<file path="config.mk">
export PLATFORM = sky130hd
export DESIGN_NAME = uart_top
export DESIGN_NICKNAME = d
export VERILOG_FILES = /design/src/design/uart_pkg.sv /design/src/design/uart_top.sv /design/src/design/uart_rx.sv /design/src/design/uart_tx.sv /design/src/design/uart_apb_regs.sv /design/src/design/uart_fifo.sv
export SDC_FILE = /design/constraint.sdc
export NUM_CORES = 1
export LEC_CHECK = 0
export ABC_AREA = 1
export BUFFER_PORTS_ARGS = -buffer_cell sky130_fd_sc_hd__buf_2
export CAP_MARGIN = 20
export CORE_MARGIN = 3
export CORE_UTILIZATION = 28
export CTS_CLUSTER_DIAMETER = 40
export DETAILED_ROUTE_END_ITERATION = 6
export MAX_ROUTING_LAYER = met4
export SLEW_MARGIN = 30
export SYNTH_ARGS = -nofsm -noshare
export SYNTH_HDL_FRONTEND = slang
export SYNTH_SLANG_ARGS = --single-unit
</file>
<file path="constraint.sdc">
create_clock -name clk_i -period 5.3 [get_ports clk_i]
set_clock_uncertainty 0.2 [all_clocks]
set_input_delay 0.265 -clock clk_i [delete_from_list [all_inputs] [get_ports clk_i]]
set_output_delay 0.265 -clock clk_i [all_outputs]
set_load 0.02 [all_outputs]
</file>
<file path="src/design/uart_pkg.sv">
`default_nettype none
//==========================================================================
// UART shared definitions
// bus and character types, register map, FIFO sizing and the frame
// state encoding used by both serial engines
//==========================================================================

package uart_pkg;

  typedef logic [4:0]  apb_addr_t;      // byte address
  typedef logic [31:0] apb_data_t;
  typedef logic [7:0]  uart_data_t;     // narrow frames use the low bits
  typedef logic [15:0] div_t;           // bit time is div+1 clocks
  typedef logic [1:0]  bits_t;          // code n gives 5+n data bits

  typedef struct packed {
    logic       perr;                   // parity mismatch, bit 8 on the bus
    uart_data_t data;
  } uart_rx_item_t;

  localparam int FIFO_DEPTH = 8;
  localparam int FIFO_AW    = 3;        // log2 of depth

  localparam apb_addr_t ADDR_CTRL   = 5'h00;
  localparam apb_addr_t ADDR_DIV    = 5'h04;
  localparam apb_addr_t ADDR_STATUS = 5'h08;  // read only
  localparam apb_addr_t ADDR_TXDATA = 5'h0C;  // write only
  localparam apb_addr_t ADDR_RXDATA = 5'h10;  // read pops

  localparam int CTRL_EN    = 0;        // ctrl field positions
  localparam int CTRL_PAR   = 1;
  localparam int CTRL_BITS  = 2;        // two bits wide
  localparam int CTRL_STOP2 = 4;

  typedef enum logic [2:0] {
    ST_IDLE   = 3'b110,
    ST_START  = 3'b101,
    ST_DATA   = 3'b100,
    ST_PARITY = 3'b011,
    ST_STOP1  = 3'b010,
    ST_STOP2  = 3'b001
  } uart_state_e;

endpackage

`default_nettype wire
</file>
<file path="src/design/uart_top.sv">
`timescale 1ns/10ps
`default_nettype none
//==========================================================================
// UART top level
// APB register block, transmit and receive FIFOs and the two serial
// engines
//==========================================================================

module uart_top
  import uart_pkg::*;
(
  input  logic      clk_i,
  input  logic      rstn_i,
  input  apb_addr_t paddr_i,
  input  logic      psel_i,
  input  logic      penable_i,
  input  logic      pwrite_i,
  input  apb_data_t pwdata_i,
  output apb_data_t prdata_o,
  output logic      pready_o,
  output logic      pslverr_o,
  input  logic      rx_i,
  output logic      tx_o
);

  logic          cfg_en;
  logic          cfg_parity_en;
  bits_t         cfg_bits;
  logic          cfg_stop2;
  div_t          cfg_div;
  logic          tx_push;
  uart_data_t    tx_wdata;
  uart_data_t    tx_head;
  logic          tx_full;
  logic          tx_empty;
  logic          tx_ready;             // also the tx fifo pop
  logic          tx_busy;
  logic          rx_pop;
  logic          rx_push;
  uart_rx_item_t rx_item;
  uart_rx_item_t rx_head;
  logic          rx_full;
  logic          rx_empty;

  uart_apb_regs u_regs (
    .clk_i, .rstn_i, .paddr_i, .psel_i, .penable_i, .pwrite_i, .pwdata_i,
    .prdata_o, .pready_o, .pslverr_o,
    .tx_full_i(tx_full), .tx_empty_i(tx_empty), .rx_empty_i(rx_empty),
    .rx_full_i(rx_full), .tx_busy_i(tx_busy), .rx_item_i(rx_head),
    .cfg_en_o(cfg_en), .cfg_parity_en_o(cfg_parity_en), .cfg_bits_o(cfg_bits),
    .cfg_stop2_o(cfg_stop2), .cfg_div_o(cfg_div),
    .tx_push_o(tx_push), .tx_data_o(tx_wdata), .rx_pop_o(rx_pop)
  );

  // fifo ignores the pop while empty, so ready alone is the pop
  uart_fifo #(.item_t(uart_data_t)) tx_fifo (
    .clk_i, .rstn_i, .push_i(tx_push), .push_data_i(tx_wdata), .pop_i(tx_ready),
    .pop_data_o(tx_head), .full_o(tx_full), .empty_o(tx_empty)
  );

  uart_fifo #(.item_t(uart_rx_item_t)) rx_fifo (
    .clk_i, .rstn_i, .push_i(rx_push), .push_data_i(rx_item), .pop_i(rx_pop),
    .pop_data_o(rx_head), .full_o(rx_full), .empty_o(rx_empty)
  );

  uart_tx u_tx (
    .clk_i, .rstn_i, .cfg_en_i(cfg_en), .cfg_div_i(cfg_div),
    .cfg_parity_en_i(cfg_parity_en), .cfg_bits_i(cfg_bits), .cfg_stop2_i(cfg_stop2),
    .tx_data_i(tx_head), .tx_valid_i(!tx_empty), .tx_ready_o(tx_ready),
    .tx_o, .busy_o(tx_busy)
  );

  uart_rx u_rx (
    .clk_i, .rstn_i, .cfg_en_i(cfg_en), .cfg_div_i(cfg_div),
    .cfg_parity_en_i(cfg_parity_en), .cfg_bits_i(cfg_bits), .cfg_stop2_i(cfg_stop2),
    .rx_i, .rx_valid_o(rx_push), .rx_item_o(rx_item)
  );

endmodule

`default_nettype wire

</file>
<file path="src/design/uart_rx.sv">
`timescale 1ns/10ps
`default_nettype none
//==========================================================================
// UART receiver
// synchronizes rx_i, validates the start bit half a bit after the
// falling edge, samples each later bit at its centre and checks even
// parity. One item is pushed per frame after the first stop sample.
//==========================================================================

module uart_rx
  import uart_pkg::*;
(
  input  logic          clk_i,
  input  logic          rstn_i,
  input  logic          cfg_en_i,
  input  div_t          cfg_div_i,
  input  logic          cfg_parity_en_i,
  input  bits_t         cfg_bits_i,
  input  logic          cfg_stop2_i,
  input  logic          rx_i,
  output logic          rx_valid_o,
  output uart_rx_item_t rx_item_o
);

  logic [1:0]  sync_q;                   // two-flop synchronizer
  logic        rx_s;
  logic        rx_prev;
  logic        fall;
  uart_state_e state_q;
  uart_state_e state_d;
  uart_data_t  shift_q;                  // bits enter at the top
  uart_data_t  data_aligned;
  logic [2:0]  bit_cnt_q;
  logic [2:0]  last_bit;
  logic        par_q;                    // parity of data so far
  logic        perr_q;
  div_t        baud_cnt;
  div_t        sample_at;
  logic        sample;                   // centre of the current bit
  logic        active;

  assign rx_s      = sync_q[1];
  assign fall      = rx_prev & ~rx_s;
  assign active    = (state_q != ST_IDLE);
  assign last_bit  = 3'd4 + {1'b0, cfg_bits_i};
  assign sample_at = (state_q == ST_START) ? (cfg_div_i >> 1) : cfg_div_i;
  assign sample    = active & (baud_cnt == sample_at);

  // right-align narrow characters, zeros above
  assign data_aligned = shift_q >> (2'd3 - cfg_bits_i);

  always_ff @(posedge clk_i or negedge rstn_i) begin
    if (!rstn_i) begin
      sync_q  <= 2'b11;                  // line idles high
      rx_prev <= 1'b1;
    end else begin
      sync_q  <= {sync_q[0], rx_i};
      rx_prev <= rx_s;
    end
  end

  always_ff @(posedge clk_i or negedge rstn_i) begin
    if (!rstn_i) begin
      baud_cnt <= '0;
    end else if (!active || !cfg_en_i || sample) begin
      baud_cnt <= '0;
    end else begin
      baud_cnt <= baud_cnt + 1'b1;
    end
  end

  always_comb begin
    state_d = state_q;
    case (state_q)
      ST_IDLE: begin
        if (fall) state_d = ST_START;
      end
      ST_START: begin
        if (sample) state_d = rx_s ? ST_IDLE : ST_DATA;  // glitch, give up
      end
      ST_DATA: begin
        if (sample && bit_cnt_q == last_bit) begin
          state_d = cfg_parity_en_i ? ST_PARITY : ST_STOP1;
        end
      end
      ST_PARITY: begin
        if (sample) state_d = ST_STOP1;
      end
      ST_STOP1: begin
        if (sample) state_d = cfg_stop2_i ? ST_STOP2 : ST_IDLE;
      end
      ST_STOP2: begin
        if (sample) state_d = ST_IDLE;   // second stop just waited out
      end
      default: state_d = ST_IDLE;
    endcase
  end

  always_ff @(posedge clk_i or negedge rstn_i) begin
    if (!rstn_i) begin
      state_q    <= ST_IDLE;
      bit_cnt_q  <= '0;
      par_q      <= 1'b0;
      perr_q     <= 1'b0;
      rx_valid_o <= 1'b0;
    end else if (!cfg_en_i) begin
      state_q    <= ST_IDLE;
      bit_cnt_q  <= '0;
      rx_valid_o <= 1'b0;
    end else begin
      state_q    <= state_d;
      rx_valid_o <= (state_q == ST_STOP1) & sample;  // push after stop sample
      if (state_q == ST_IDLE) begin
        bit_cnt_q <= '0;
        par_q     <= 1'b0;
        perr_q    <= 1'b0;
      end else if (sample && state_q == ST_DATA) begin
        bit_cnt_q <= bit_cnt_q + 1'b1;
        par_q     <= par_q ^ rx_s;
      end else if (sample && state_q == ST_PARITY) begin
        perr_q <= rx_s ^ par_q;
      end
    end
  end

  always_ff @(posedge clk_i) begin
    if (sample && state_q == ST_DATA) begin
      shift_q <= {rx_s, shift_q[7:1]};   // lsb arrives first
    end
    if (sample && state_q == ST_STOP1) begin
      rx_item_o <= '{perr: perr_q, data: data_aligned};
    end
  end

endmodule

`default_nettype wire

</file>
<file path="src/design/uart_tx.sv">
`timescale 1ns/10ps
`default_nettype none
//==========================================================================
// UART transmitter
// sends start bit, 5 to 8 data bits LSB first, optional even parity
// and one or two stop bits. Bit time is cfg_div_i+1 clocks.
//==========================================================================

module uart_tx
  import uart_pkg::*;
(
  input  logic       clk_i,
  input  logic       rstn_i,
  input  logic       cfg_en_i,
  input  div_t       cfg_div_i,
  input  logic       cfg_parity_en_i,
  input  bits_t      cfg_bits_i,
  input  logic       cfg_stop2_i,
  input  uart_data_t tx_data_i,
  input  logic       tx_valid_i,
  output logic       tx_ready_o,
  output logic       tx_o,
  output logic       busy_o
);

  uart_state_e state_q;
  uart_state_e state_d;
  uart_data_t  shift_q;                  // lsb is the bit on the line
  logic [2:0]  bit_cnt_q;
  logic [2:0]  last_bit;                 // index of final data bit
  logic        par_q;                    // running even parity
  div_t        baud_cnt;
  logic        bit_done;                 // one-cycle strobe at end of bit
  logic        active;
  logic        take;                     // valid meets ready

  assign last_bit   = 3'd4 + {1'b0, cfg_bits_i};
  assign active     = (state_q != ST_IDLE);
  assign busy_o     = active;
  assign tx_ready_o = (state_q == ST_IDLE) & cfg_en_i;
  assign take       = tx_valid_i & tx_ready_o;
  assign bit_done   = active & (baud_cnt == cfg_div_i);

  // baud counter, only runs inside a frame
  always_ff @(posedge clk_i or negedge rstn_i) begin
    if (!rstn_i) begin
      baud_cnt <= '0;
    end else if (!active || !cfg_en_i || bit_done) begin
      baud_cnt <= '0;
    end else begin
      baud_cnt <= baud_cnt + 1'b1;
    end
  end

  always_comb begin
    state_d = state_q;
    tx_o    = 1'b1;                      // idle and stop level
    case (state_q)
      ST_IDLE: begin
        if (take) state_d = ST_START;
      end
      ST_START: begin
        tx_o = 1'b0;
        if (bit_done) state_d = ST_DATA;
      end
      ST_DATA: begin
        tx_o = shift_q[0];
        if (bit_done && bit_cnt_q == last_bit) begin
          state_d = cfg_parity_en_i ? ST_PARITY : ST_STOP1;
        end
      end
      ST_PARITY: begin
        tx_o = par_q;
        if (bit_done) state_d = ST_STOP1;
      end
      ST_STOP1: begin
        if (bit_done) state_d = cfg_stop2_i ? ST_STOP2 : ST_IDLE;
      end
      ST_STOP2: begin
        if (bit_done) state_d = ST_IDLE;
      end
      default: state_d = ST_IDLE;
    endcase
  end

  always_ff @(posedge clk_i or negedge rstn_i) begin
    if (!rstn_i) begin
      state_q   <= ST_IDLE;
      bit_cnt_q <= '0;
      par_q     <= 1'b0;
    end else if (!cfg_en_i) begin
      state_q   <= ST_IDLE;              // disable aborts the frame
      bit_cnt_q <= '0;
    end else begin
      state_q <= state_d;
      if (state_q == ST_IDLE) begin
        bit_cnt_q <= '0;
        par_q     <= 1'b0;
      end else if (state_q == ST_DATA && bit_done) begin
        bit_cnt_q <= bit_cnt_q + 1'b1;
        par_q     <= par_q ^ shift_q[0];
      end
    end
  end

  // character register, loaded on the pop and shifted per data bit
  always_ff @(posedge clk_i) begin
    if (take) begin
      shift_q <= tx_data_i;
    end else if (state_q == ST_DATA && bit_done) begin
      shift_q <= {1'b1, shift_q[7:1]};
    end
  end

endmodule

`default_nettype wire

</file>
<file path="src/design/uart_apb_regs.sv">
`timescale 1ns/10ps
`default_nettype none
//==========================================================================
// UART register block
// APB slave with zero wait states. Holds CTRL and DIV, builds STATUS
// from FIFO and engine flags, pushes TXDATA writes into the transmit
// FIFO and pops the receive FIFO on RXDATA reads.
//==========================================================================

module uart_apb_regs
  import uart_pkg::*;
(
  input  logic          clk_i,
  input  logic          rstn_i,
  input  apb_addr_t     paddr_i,
  input  logic          psel_i,
  input  logic          penable_i,
  input  logic          pwrite_i,
  input  apb_data_t     pwdata_i,
  output apb_data_t     prdata_o,
  output logic          pready_o,
  output logic          pslverr_o,
  input  logic          tx_full_i,
  input  logic          tx_empty_i,
  input  logic          rx_empty_i,
  input  logic          rx_full_i,
  input  logic          tx_busy_i,
  input  uart_rx_item_t rx_item_i,
  output logic          cfg_en_o,
  output logic          cfg_parity_en_o,
  output bits_t         cfg_bits_o,
  output logic          cfg_stop2_o,
  output div_t          cfg_div_o,
  output logic          tx_push_o,
  output uart_data_t    tx_data_o,
  output logic          rx_pop_o
);

  logic      acc;                                   // access phase
  logic      wr_acc;
  logic      rd_acc;
  logic      hit_ctrl;
  logic      hit_div;
  logic      hit_status;
  logic      hit_tx;
  logic      hit_rx;
  logic      mapped;
  logic      bad_wr;                                // write to a read-only reg
  apb_data_t status_word;

  assign acc    = psel_i & penable_i;
  assign wr_acc = acc & pwrite_i;
  assign rd_acc = acc & ~pwrite_i;

  assign hit_ctrl   = (paddr_i == ADDR_CTRL);
  assign hit_div    = (paddr_i == ADDR_DIV);
  assign hit_status = (paddr_i == ADDR_STATUS);
  assign hit_tx     = (paddr_i == ADDR_TXDATA);
  assign hit_rx     = (paddr_i == ADDR_RXDATA);
  assign mapped     = hit_ctrl | hit_div | hit_status | hit_tx | hit_rx;
  assign bad_wr     = pwrite_i & (hit_status | hit_rx);

  assign pready_o  = 1'b1;                          // never stalls
  assign pslverr_o = acc & (~mapped | bad_wr);

  // bad accesses fall out of the hit terms, so they touch nothing
  assign tx_push_o = wr_acc & hit_tx & ~tx_full_i;  // dropped when full
  assign tx_data_o = pwdata_i[7:0];
  assign rx_pop_o  = rd_acc & hit_rx & ~rx_empty_i; // no pop when empty

  assign status_word = {27'd0, tx_busy_i, rx_full_i, rx_empty_i, tx_empty_i, tx_full_i};

  always_ff @(posedge clk_i or negedge rstn_i) begin
    if (!rstn_i) begin
      cfg_en_o        <= 1'b0;
      cfg_parity_en_o <= 1'b0;
      cfg_bits_o      <= '0;
      cfg_stop2_o     <= 1'b0;
      cfg_div_o       <= '0;
    end else begin
      if (wr_acc && hit_ctrl) begin
        cfg_en_o        <= pwdata_i[CTRL_EN];
        cfg_parity_en_o <= pwdata_i[CTRL_PAR];
        cfg_bits_o      <= pwdata_i[CTRL_BITS +: 2];
        cfg_stop2_o     <= pwdata_i[CTRL_STOP2];
      end
      if (wr_acc && hit_div) begin
        cfg_div_o <= pwdata_i[15:0];                // upper half ignored
      end
    end
  end

  // read data is valid only in the access phase
  always_comb begin
    prdata_o = '0;
    if (rd_acc) begin
      case (paddr_i)
        ADDR_CTRL:   prdata_o = {27'd0, cfg_stop2_o, cfg_bits_o, cfg_parity_en_o, cfg_en_o};
        ADDR_DIV:    prdata_o = {16'd0, cfg_div_o};
        ADDR_STATUS: prdata_o = status_word;
        ADDR_RXDATA: begin
          if (!rx_empty_i) begin
            prdata_o = {23'd0, rx_item_i};          // head before the pop
          end
        end
        default:     prdata_o = '0;                 // txdata and holes
      endcase
    end
  end

endmodule

`default_nettype wire

</file>
<file path="src/design/uart_fifo.sv">
`timescale 1ns/10ps
`default_nettype none
//==========================================================================
// UART FIFO
// circular buffer of FIFO_DEPTH entries with full and empty flags,
// payload chosen by type parameter. Overflowing pushes and pops of
// an empty buffer are ignored.
//==========================================================================

module uart_fifo
  import uart_pkg::*;
#(
  parameter type item_t = uart_data_t
) (
  input  logic  clk_i,
  input  logic  rstn_i,
  input  logic  push_i,
  input  item_t push_data_i,
  input  logic  pop_i,
  output item_t pop_data_o,
  output logic  full_o,
  output logic  empty_o
);

  item_t              mem [FIFO_DEPTH];
  logic [FIFO_AW-1:0] wr_ptr;             // wraps at depth
  logic [FIFO_AW-1:0] rd_ptr;
  logic [FIFO_AW:0]   count;              // occupancy, one bit wider
  logic               do_push;
  logic               do_pop;

  assign full_o     = (count == (FIFO_AW+1)'(FIFO_DEPTH));
  assign empty_o    = (count == '0);
  assign do_push    = push_i & ~full_o;
  assign do_pop     = pop_i & ~empty_o;
  assign pop_data_o = mem[rd_ptr];        // head, shown combinationally

  always_ff @(posedge clk_i) begin
    if (do_push) begin
      mem[wr_ptr] <= push_data_i;
    end
  end

  always_ff @(posedge clk_i or negedge rstn_i) begin
    if (!rstn_i) begin
      wr_ptr <= '0;
      rd_ptr <= '0;
      count  <= '0;
    end else begin
      if (do_push) wr_ptr <= wr_ptr + 1'b1;
      if (do_pop)  rd_ptr <= rd_ptr + 1'b1;
      case ({do_push, do_pop})
        2'b10:   count <= count + 1'b1;
        2'b01:   count <= count - 1'b1;
        default: count <= count;           // both or neither
      endcase
    end
  end

endmodule

`default_nettype wire

</file>
== Word-level counts from Yosys, hierarchy flattened ==
Memory sizes are Yosys's and may differ from the RTL's.
Cells that the tools add are included.
Operators by class
  $add $sub $neg: 14
  shifts and indexed selects: 1
  equality and inequality tests: 43
  reduce and logical (&&, ||, !) cells: 30
  multiplexer cells: 48
  bitwise logic cells: 34
Operators by type and width (count)
  32-bit case mux with 4 select lines: 1
  3-bit 2-to-1 mux: 21
  16-bit 2-to-1 mux: 3
  3-bit by 2-bit inequality test with 1-bit output (second input constant): 12
  3-bit case mux with 6 select lines: 2
  16-bit by 1-bit adder with 16-bit output (second input constant): 2
  16-bit == test: 2
  32-bit 2-to-1 mux: 1
  1-bit bitwise AND: 19
  3-bit by 1-bit adder with 3-bit output (second input constant): 6
  3-bit == test (second input constant): 6
  8-bit 2-to-1 mux: 2
  4-bit case mux with 2 select lines: 2
  1-bit 2-to-1 mux: 13
  3-bit by 2-bit == test with 1-bit output (second input constant): 4
  6-bit AND reduction: 2
  2-bit nonzero test: 6
  5-bit by 4-bit == test with 1-bit output (second input constant): 2
  9-bit 2-to-1 mux: 1
  4-bit by 1-bit adder with 4-bit output (second input constant): 2
  4-bit == test (second input constant): 2
  1-bit logical AND: 8
  4-bit zero test: 2
  8-bit by 2-bit >> shifter with 8-bit output: 1
  22 further kinds: 48
Word-level totals
  register bits: 117
  RAM bits: 136
  memories: 2
  output and inout bits: 35
Memories
  rx_fifo.mem: depth 8, width 9, rd ports 1, clocked after Yosys merged registers in 0, write ports 1, RTL line uart_fifo.sv:25  | item_t mem [FIFO_DEPTH];
  tx_fifo.mem: depth 8, width 8, rd ports 1, clocked after Yosys merged registers in 0, write ports 1, RTL line uart_fifo.sv:25

== Longest topological paths before layout ==
  depth in word-level cells: 8
  gate-level depth with buffers: 16

== By module ==
Synthesis repeated with hierarchy kept, for this count alone.
Second synthesis, totals
  cells, all modules: 1588
  area total of the unflattened synthesis: 13533.0 µm²
Modules (own cells, without submodules)
  uart_fifo (rx_fifo): area each 3757.4 µm², seq. area each 2412.3 µm², cells each 391, instances 1
  uart_fifo (tx_fifo): area each 3402.0 µm², seq. area each 2172.1 µm², cells each 357, instances 1
  uart_rx: area each 2816.5 µm², seq. area each 1217.4 µm², cells each 355, instances 1
  uart_tx: area each 1986.9 µm², seq. area each 818.3 µm², cells each 258, instances 1
  uart_apb_regs: area each 1566.5 µm², seq. area each 525.5 µm², cells each 226, instances 1
  uart_top: area each 3.8 µm², seq. area each 0.0 µm², cells each 1, instances 1

== Worst setup path before layout ==
Ideal clock, no wire load.
  path kind: input -> register
  start point: input paddr_i[1]
  end point: register rx_fifo.count[3]
  data required time: 4.978 ns
  path buffers: 0
  stages: 16
  slack: 2.576 ns
  data arrival time: 2.403 ns
  library setup time: 0.122 ns
  cells stage by stage: nor2_1 -> inv_1 -> nor3_1 -> nand2_1 -> nor2_2 -> nand2_1 -> inv_1 -> ha_1 -> ha_1 -> nand2_1 -> nor2_1 -> a211oi_1 -> nor2_1 -> nor2_1 -> nand2_1 -> xor2_1
On the way
  cells in the longest elaborated chain, start to end: 6
  elaborated cells between the ends (all ways): 8
RTL lines
  from (decl): RTL line uart_top.sv:14  | input apb_addr_t paddr_i,
  5-bit == test (*): RTL line uart_apb_regs.sv:59  | assign hit_rx = (paddr_i == ADDR_RXDATA);
  1-bit bitwise AND (*) (2 in series): RTL line uart_apb_regs.sv:69  | assign rx_pop_o = rd_acc & hit_rx & ~rx_empty_i;
  1-bit bitwise AND (*): RTL line uart_fifo.sv:35  | assign do_pop = pop_i & ~empty_o;
  net rx_fifo.do_pop: RTL line uart_fifo.sv:30  | logic do_pop;
  2-bit by 1-bit == test with 1-bit output or 2-bit == test (tied branches): RTL line uart_fifo.sv:52  | case ({do_push, do_pop})
  4-bit case mux with 2 select lines or 2-bit nonzero test (tied branches)
  to (signal assigned): RTL line uart_fifo.sv:53  | 2'b10: count <= count + 1'b1;
  to (signal assigned): RTL line uart_fifo.sv:54  | 2'b01: count <= count - 1'b1;
  to (signal assigned): RTL line uart_fifo.sv:55  | default: count <= count;
  to (decl): RTL line uart_fifo.sv:28  | logic [FIFO_AW:0] count;
Mark *: on every way through the listed nets, which the timed path passes. The rest lies on a longest branch.
A chain may end at the register's enable or synchronous reset.

== Final worst setup path ==
  start point: register u_rx.state_q[1]
  end point: register u_rx.rx_item_o[4] (netlist bit), enable pin
On the way
  cells in the longest elaborated chain, start to end: 5
  elaborated cells between the ends (all ways): 7
RTL lines
  from (decl): RTL line uart_rx.sv:29  | uart_state_e state_q;
  from (signal assigned): RTL line uart_rx.sv:111  | state_q <= state_d;
  3-bit == test: RTL line uart_rx.sv:46  | assign sample_at = (state_q == ST_START) ? (cfg_div_i >> 1) : cfg_div_i;
  16-bit 2-to-1 mux: RTL line uart_rx.sv:46
  16-bit == test: RTL line uart_rx.sv:47  | assign sample = active & (baud_cnt == sample_at);
  1-bit bitwise AND: RTL line uart_rx.sv:47
  1-bit logical AND (*): RTL line uart_rx.sv:130  | if (sample && state_q == ST_STOP1) begin
  to (signal assigned): RTL line uart_rx.sv:131  | rx_item_o <= '{perr: perr_q, data: data_aligned};
  to (decl): RTL line uart_rx.sv:22  | output uart_rx_item_t rx_item_o
Mark *: on every way between the ends. The rest lies on a longest branch, timed or not.

==> load_flow_metrics.sql <==
INSERT INTO impl_metrics (metric_group, metric, value, unit) VALUES
('run_status', 'outcome', 'complete, but fails checks', ''),
('run_status', 'violations', 'DRC', ''),
('routing', 'first_iter_violations', '669', ''),
('cells_and_area', 'fillerInstances', '4101', ''),
('timing', 'final-max-slew-violation-count', '0', ''),
('cells_and_area', 'most-common-layout-cells', 'sky130_fd_sc_hd__nand2_1 (218), sky130_fd_sc_hd__edfxtp_1 (161), sky130_fd_sc_hd__nor2_1 (156)', ''),
('cts', 'tritoncts.num_buffers', '38', ''),
('logic_synthesis', 'synth_adder_area_share', '1.81', '%'),
('floorplan', 'initial_utilization', '28.8', '%'),
('critical_path', 'crit_end_element', 'flip-flop', ''),
('timing', 'tightestPinTransition', '956', 'ps'),
('min_path', 'hold_path_end', 'tx_fifo.wr_ptr[2]', ''),
('critical_path', 'critPathKind', 'reg -> reg', ''),
('cts', 'clock_tree.buffer_depth', '3', ''),
('critical_path', 'endpoint_of_the_worst_register_to_register_path', 'u_rx.rx_item_o[4]', ''),
('critical_path', 'timing.reg2reg.setup_slack', '1620', 'ps'),
('global_routing', 'global_route_track_usage_on_met2', '20.0', '%'),
('floorplan', 'dieArea', '45000', 'sq um'),
('timing', 'layout_worst_path_cycle_share', '69.4', '%'),
('logic_synthesis', 'syn_area_per_cell', '9.82', 'sq um'),
('cts', 'cts_root_buffer', 'sky130_fd_sc_hd__clkbuf_16', ''),
('critical_path', 'worstPathRequired', '5250', 'ps'),
('logic_synthesis', 'postSynthRegisterBits', '253', ''),
('cells_and_area', 'most_frequent_standard_cell_in_the_layout_excluding_fill_and_tap_cells', 'sky130_fd_sc_hd__nand2_1', ''),
('cells_and_area', 'finalCoreUtilization', '34.3', '%'),
('routing', 'vias', '8769', ''),
('cells_and_area', 'nNetsFinal', '1344', ''),
('timing', 'hold_viol', '0', ''),
('routing', 'first_pass_drt_iterations', '7', ''),
('floorplan', 'floorplan.die.width', '212', 'microns'),
('cts', 'postCtsSetupBuffers', '0', ''),
('critical_path', 'worst_setup_path_start_kind', 'flip-flop', ''),
('cts', 'clk_pin_slew', '50', 'ps'),
('routing', 'totalWireLength', '28200', 'microns'),
('logic_synthesis', 'syn-instance-count', '1212', ''),
('min_path', 'holdPathStages', '5', ''),
('global_routing', 'grt-busiest-layer', 'met2', ''),
('cts', 'cts_resized', '0', ''),
('placement', 'port-buffer-count', '44', ''),
('timing', 'tmin_final', '3680', 'ps'),
('power', 'p_per_area', '394', 'nW/um^2'),
('timing', 'tns', '0', 'ps'),
('placement', 'post-dp-hpwl', '18800', 'microns'),
('critical_path', 'arrival', '3630', 'ps'),
('global_routing', 'grtUsageMet3', '2.27', '%'),
('logic_synthesis', 'synth_xor_xnor_area_share', '2.35', '%'),
('critical_path', 'crit_path_max_fanout', '22', ''),
('routing', 'drc', '1', ''),
('cts', 'tritoncts_num_sinks', '253', ''),
('timing', 'relative_max_transition_margin', '36.0', '%'),
('logic_synthesis', 'asyncSetResetFlopFracSynth', '36.4', '%'),
('global_routing', 'grt-ovfl-total', '0', ''),
('routing', 'drtAntennaViolNets', '0', ''),
('logic_synthesis', 'largest_family_of_logic_cells_by_synthesized_area', 'simple AND/OR/NAND/NOR gates', ''),
('floorplan', 'die_height', '212', 'microns'),
('routing', 'vias_per_cell', '4.75', ''),
('global_routing', 'grt_total_usage', '13.0', '%'),
('timing', 'number_of_setup_violations_in_the_final_report', '0', ''),
('routing', 'wl_per_cell', '15.3', 'microns'),
('critical_path', 'worstReg2RegStart', 'u_rx.state_q[1]', ''),
('floorplan', 'core', '41400', 'sq um'),
('logic_synthesis', 'synth-edff-count', '161', ''),
('floorplan', 'row_count', '74', ''),
('critical_path', 'ff2ff_path_depth', '11', ''),
('global_routing', 'grt_pass1_wl', '45400', 'microns'),
('cells_and_area', 'fraction_of_layout_instances_using_a_drive_strength_above_1', '11.9', '%'),
('logic_synthesis', 'post_synth_instance_area', '11900', 'sq um'),
('global_routing', 'grt_max_degree', '58', ''),
('logic_synthesis', 'synth_compound_area_share', '9.77', '%'),
('global_routing', 'grtUsageMet1', '17.8', '%'),
('job', 'maxCapViolations', '0', '');
==> logic make-up after synthesis <==
group | after synthesis
AO/OA/AOI/OAI | 205
XOR/XNOR | 32
adder cells (fa/ha/maj) | 16
buffers and inverters | 160
flip-flops | 253
multiplexers | 9
other | 2
AND/OR/NAND/NOR | 535
==> state kept, by name, summed over array words and instances (netlist names), 4 cells and up <==
register,flops
u_regs.cfg_div_o,16
u_rx.baud_cnt,16
rx_fifo.mem,72
tx_fifo.mem,64
u_rx.shift_q,8
tx_fifo.count,4
u_tx.shift_q,8
rx_fifo.count,4
u_tx.baud_cnt,16
u_rx.rx_item_o,9
==> routing by layer <==
layer | wire (microns) | part of all wire (%)
met3 | 1800 | 6.4
met2 | 12900 | 46
met5 | 0 | 0
met1 | 13000 | 46
met4 | 527 | 1.9
==> synthesized netlist by cell type, types with 8 or more instances <==
master	instances	share of area, %
sky130_fd_sc_hd__nand2_1	218	6.9
sky130_fd_sc_hd__nor2_1	162	5.1
sky130_fd_sc_hd__edfxtp_1	161	41
sky130_fd_sc_hd__o21ai_0	116	4.9
sky130_fd_sc_hd__inv_1	98	3.1
sky130_fd_sc_hd__dfrtp_1	85	18
sky130_fd_sc_hd__nand3_1	64	2.7
sky130_fd_sc_hd__a21oi_1	32	1.3
sky130_fd_sc_hd__nand4_1	31	1.6
sky130_fd_sc_hd__nor3_1	30	1.3
sky130_fd_sc_hd__clkbuf_1	28	0.88
sky130_fd_sc_hd__xor2_1	20	1.5
sky130_fd_sc_hd__buf_4	18	1.1
sky130_fd_sc_hd__o22ai_1	18	0.95
sky130_fd_sc_hd__o221ai_1	17	1.3
sky130_fd_sc_hd__ha_1	14	1.5
sky130_fd_sc_hd__xnor2_1	12	0.88
sky130_fd_sc_hd__buf_2	9	0.38
sky130_fd_sc_hd__nor3b_1	8	0.50
==> report_power, final <==
part | switching, uW | internal [uW]
combinational | 495 | 236
sequential | 109 | 2160
clock | 966 | 1630
total | 1570 | 4030
==> critical path: stages, from the launching register on <==
cell                      delay, ps
sky130_fd_sc_hd__dfstp_2        360
sky130_fd_sc_hd__inv_1          460
sky130_fd_sc_hd__nand3_1        750
sky130_fd_sc_hd__nand2_1        270
sky130_fd_sc_hd__nand2_1         90
sky130_fd_sc_hd__nand2_1         60
sky130_fd_sc_hd__nand2_1         40
sky130_fd_sc_hd__nor2_1         120
sky130_fd_sc_hd__nand2_1        100
sky130_fd_sc_hd__nor2_4         170
sky130_fd_sc_hd__nand2_4        110
sky130_fd_sc_hd__nor2_1         560
==> final cells by class <==
cell class              instances  area [sq um]  area share (%)
flip-flops and latches        253          7150            50.3
well taps                     532           666            4.69
clock inverters                27           355            2.50
clock buffers                  43           990            6.97
diodes                          1          2.50          0.0176
repair buffers                 75           503            3.54
multi-input cells             814          4150            29.2
inverters                     103           387            2.72
==> worst max path at each step <==
| stage | start | endpoint | slack, ps | cells after the start |
|---|---|---|---|---|
| 4_1_cts | u_rx.state_q[1] | u_rx.rx_item_o[4] | 1600 | 11 |
| 3_5_place_dp | u_rx.state_q[1] | u_rx.rx_item_o[6] | 1630 | 11 |
| 5_1_grt | u_rx.state_q[1] | u_rx.rx_item_o[4] | 1170 | 11 |
| 6_report | u_rx.state_q[1] | u_rx.rx_item_o[4] | 1620 | 11 |
| 3_3_place_gp | u_rx.state_q[1] | u_rx.rx_item_o[6] | 1720 | 11 |
| 2_1_floorplan | paddr_i[1] | rx_fifo.count[3] | 2580 | 16 |
==> per-stage QoR <==
step	hold WS, ps	instance area, sq um
floorplan	-231	12000
finish	22.6	14200
detailed placement	67.5	12700
global placement	61.0	12600
global route	81.3	14200
CTS	30.8	14200
No activity file was read; power rests on OpenSTA's default activity.
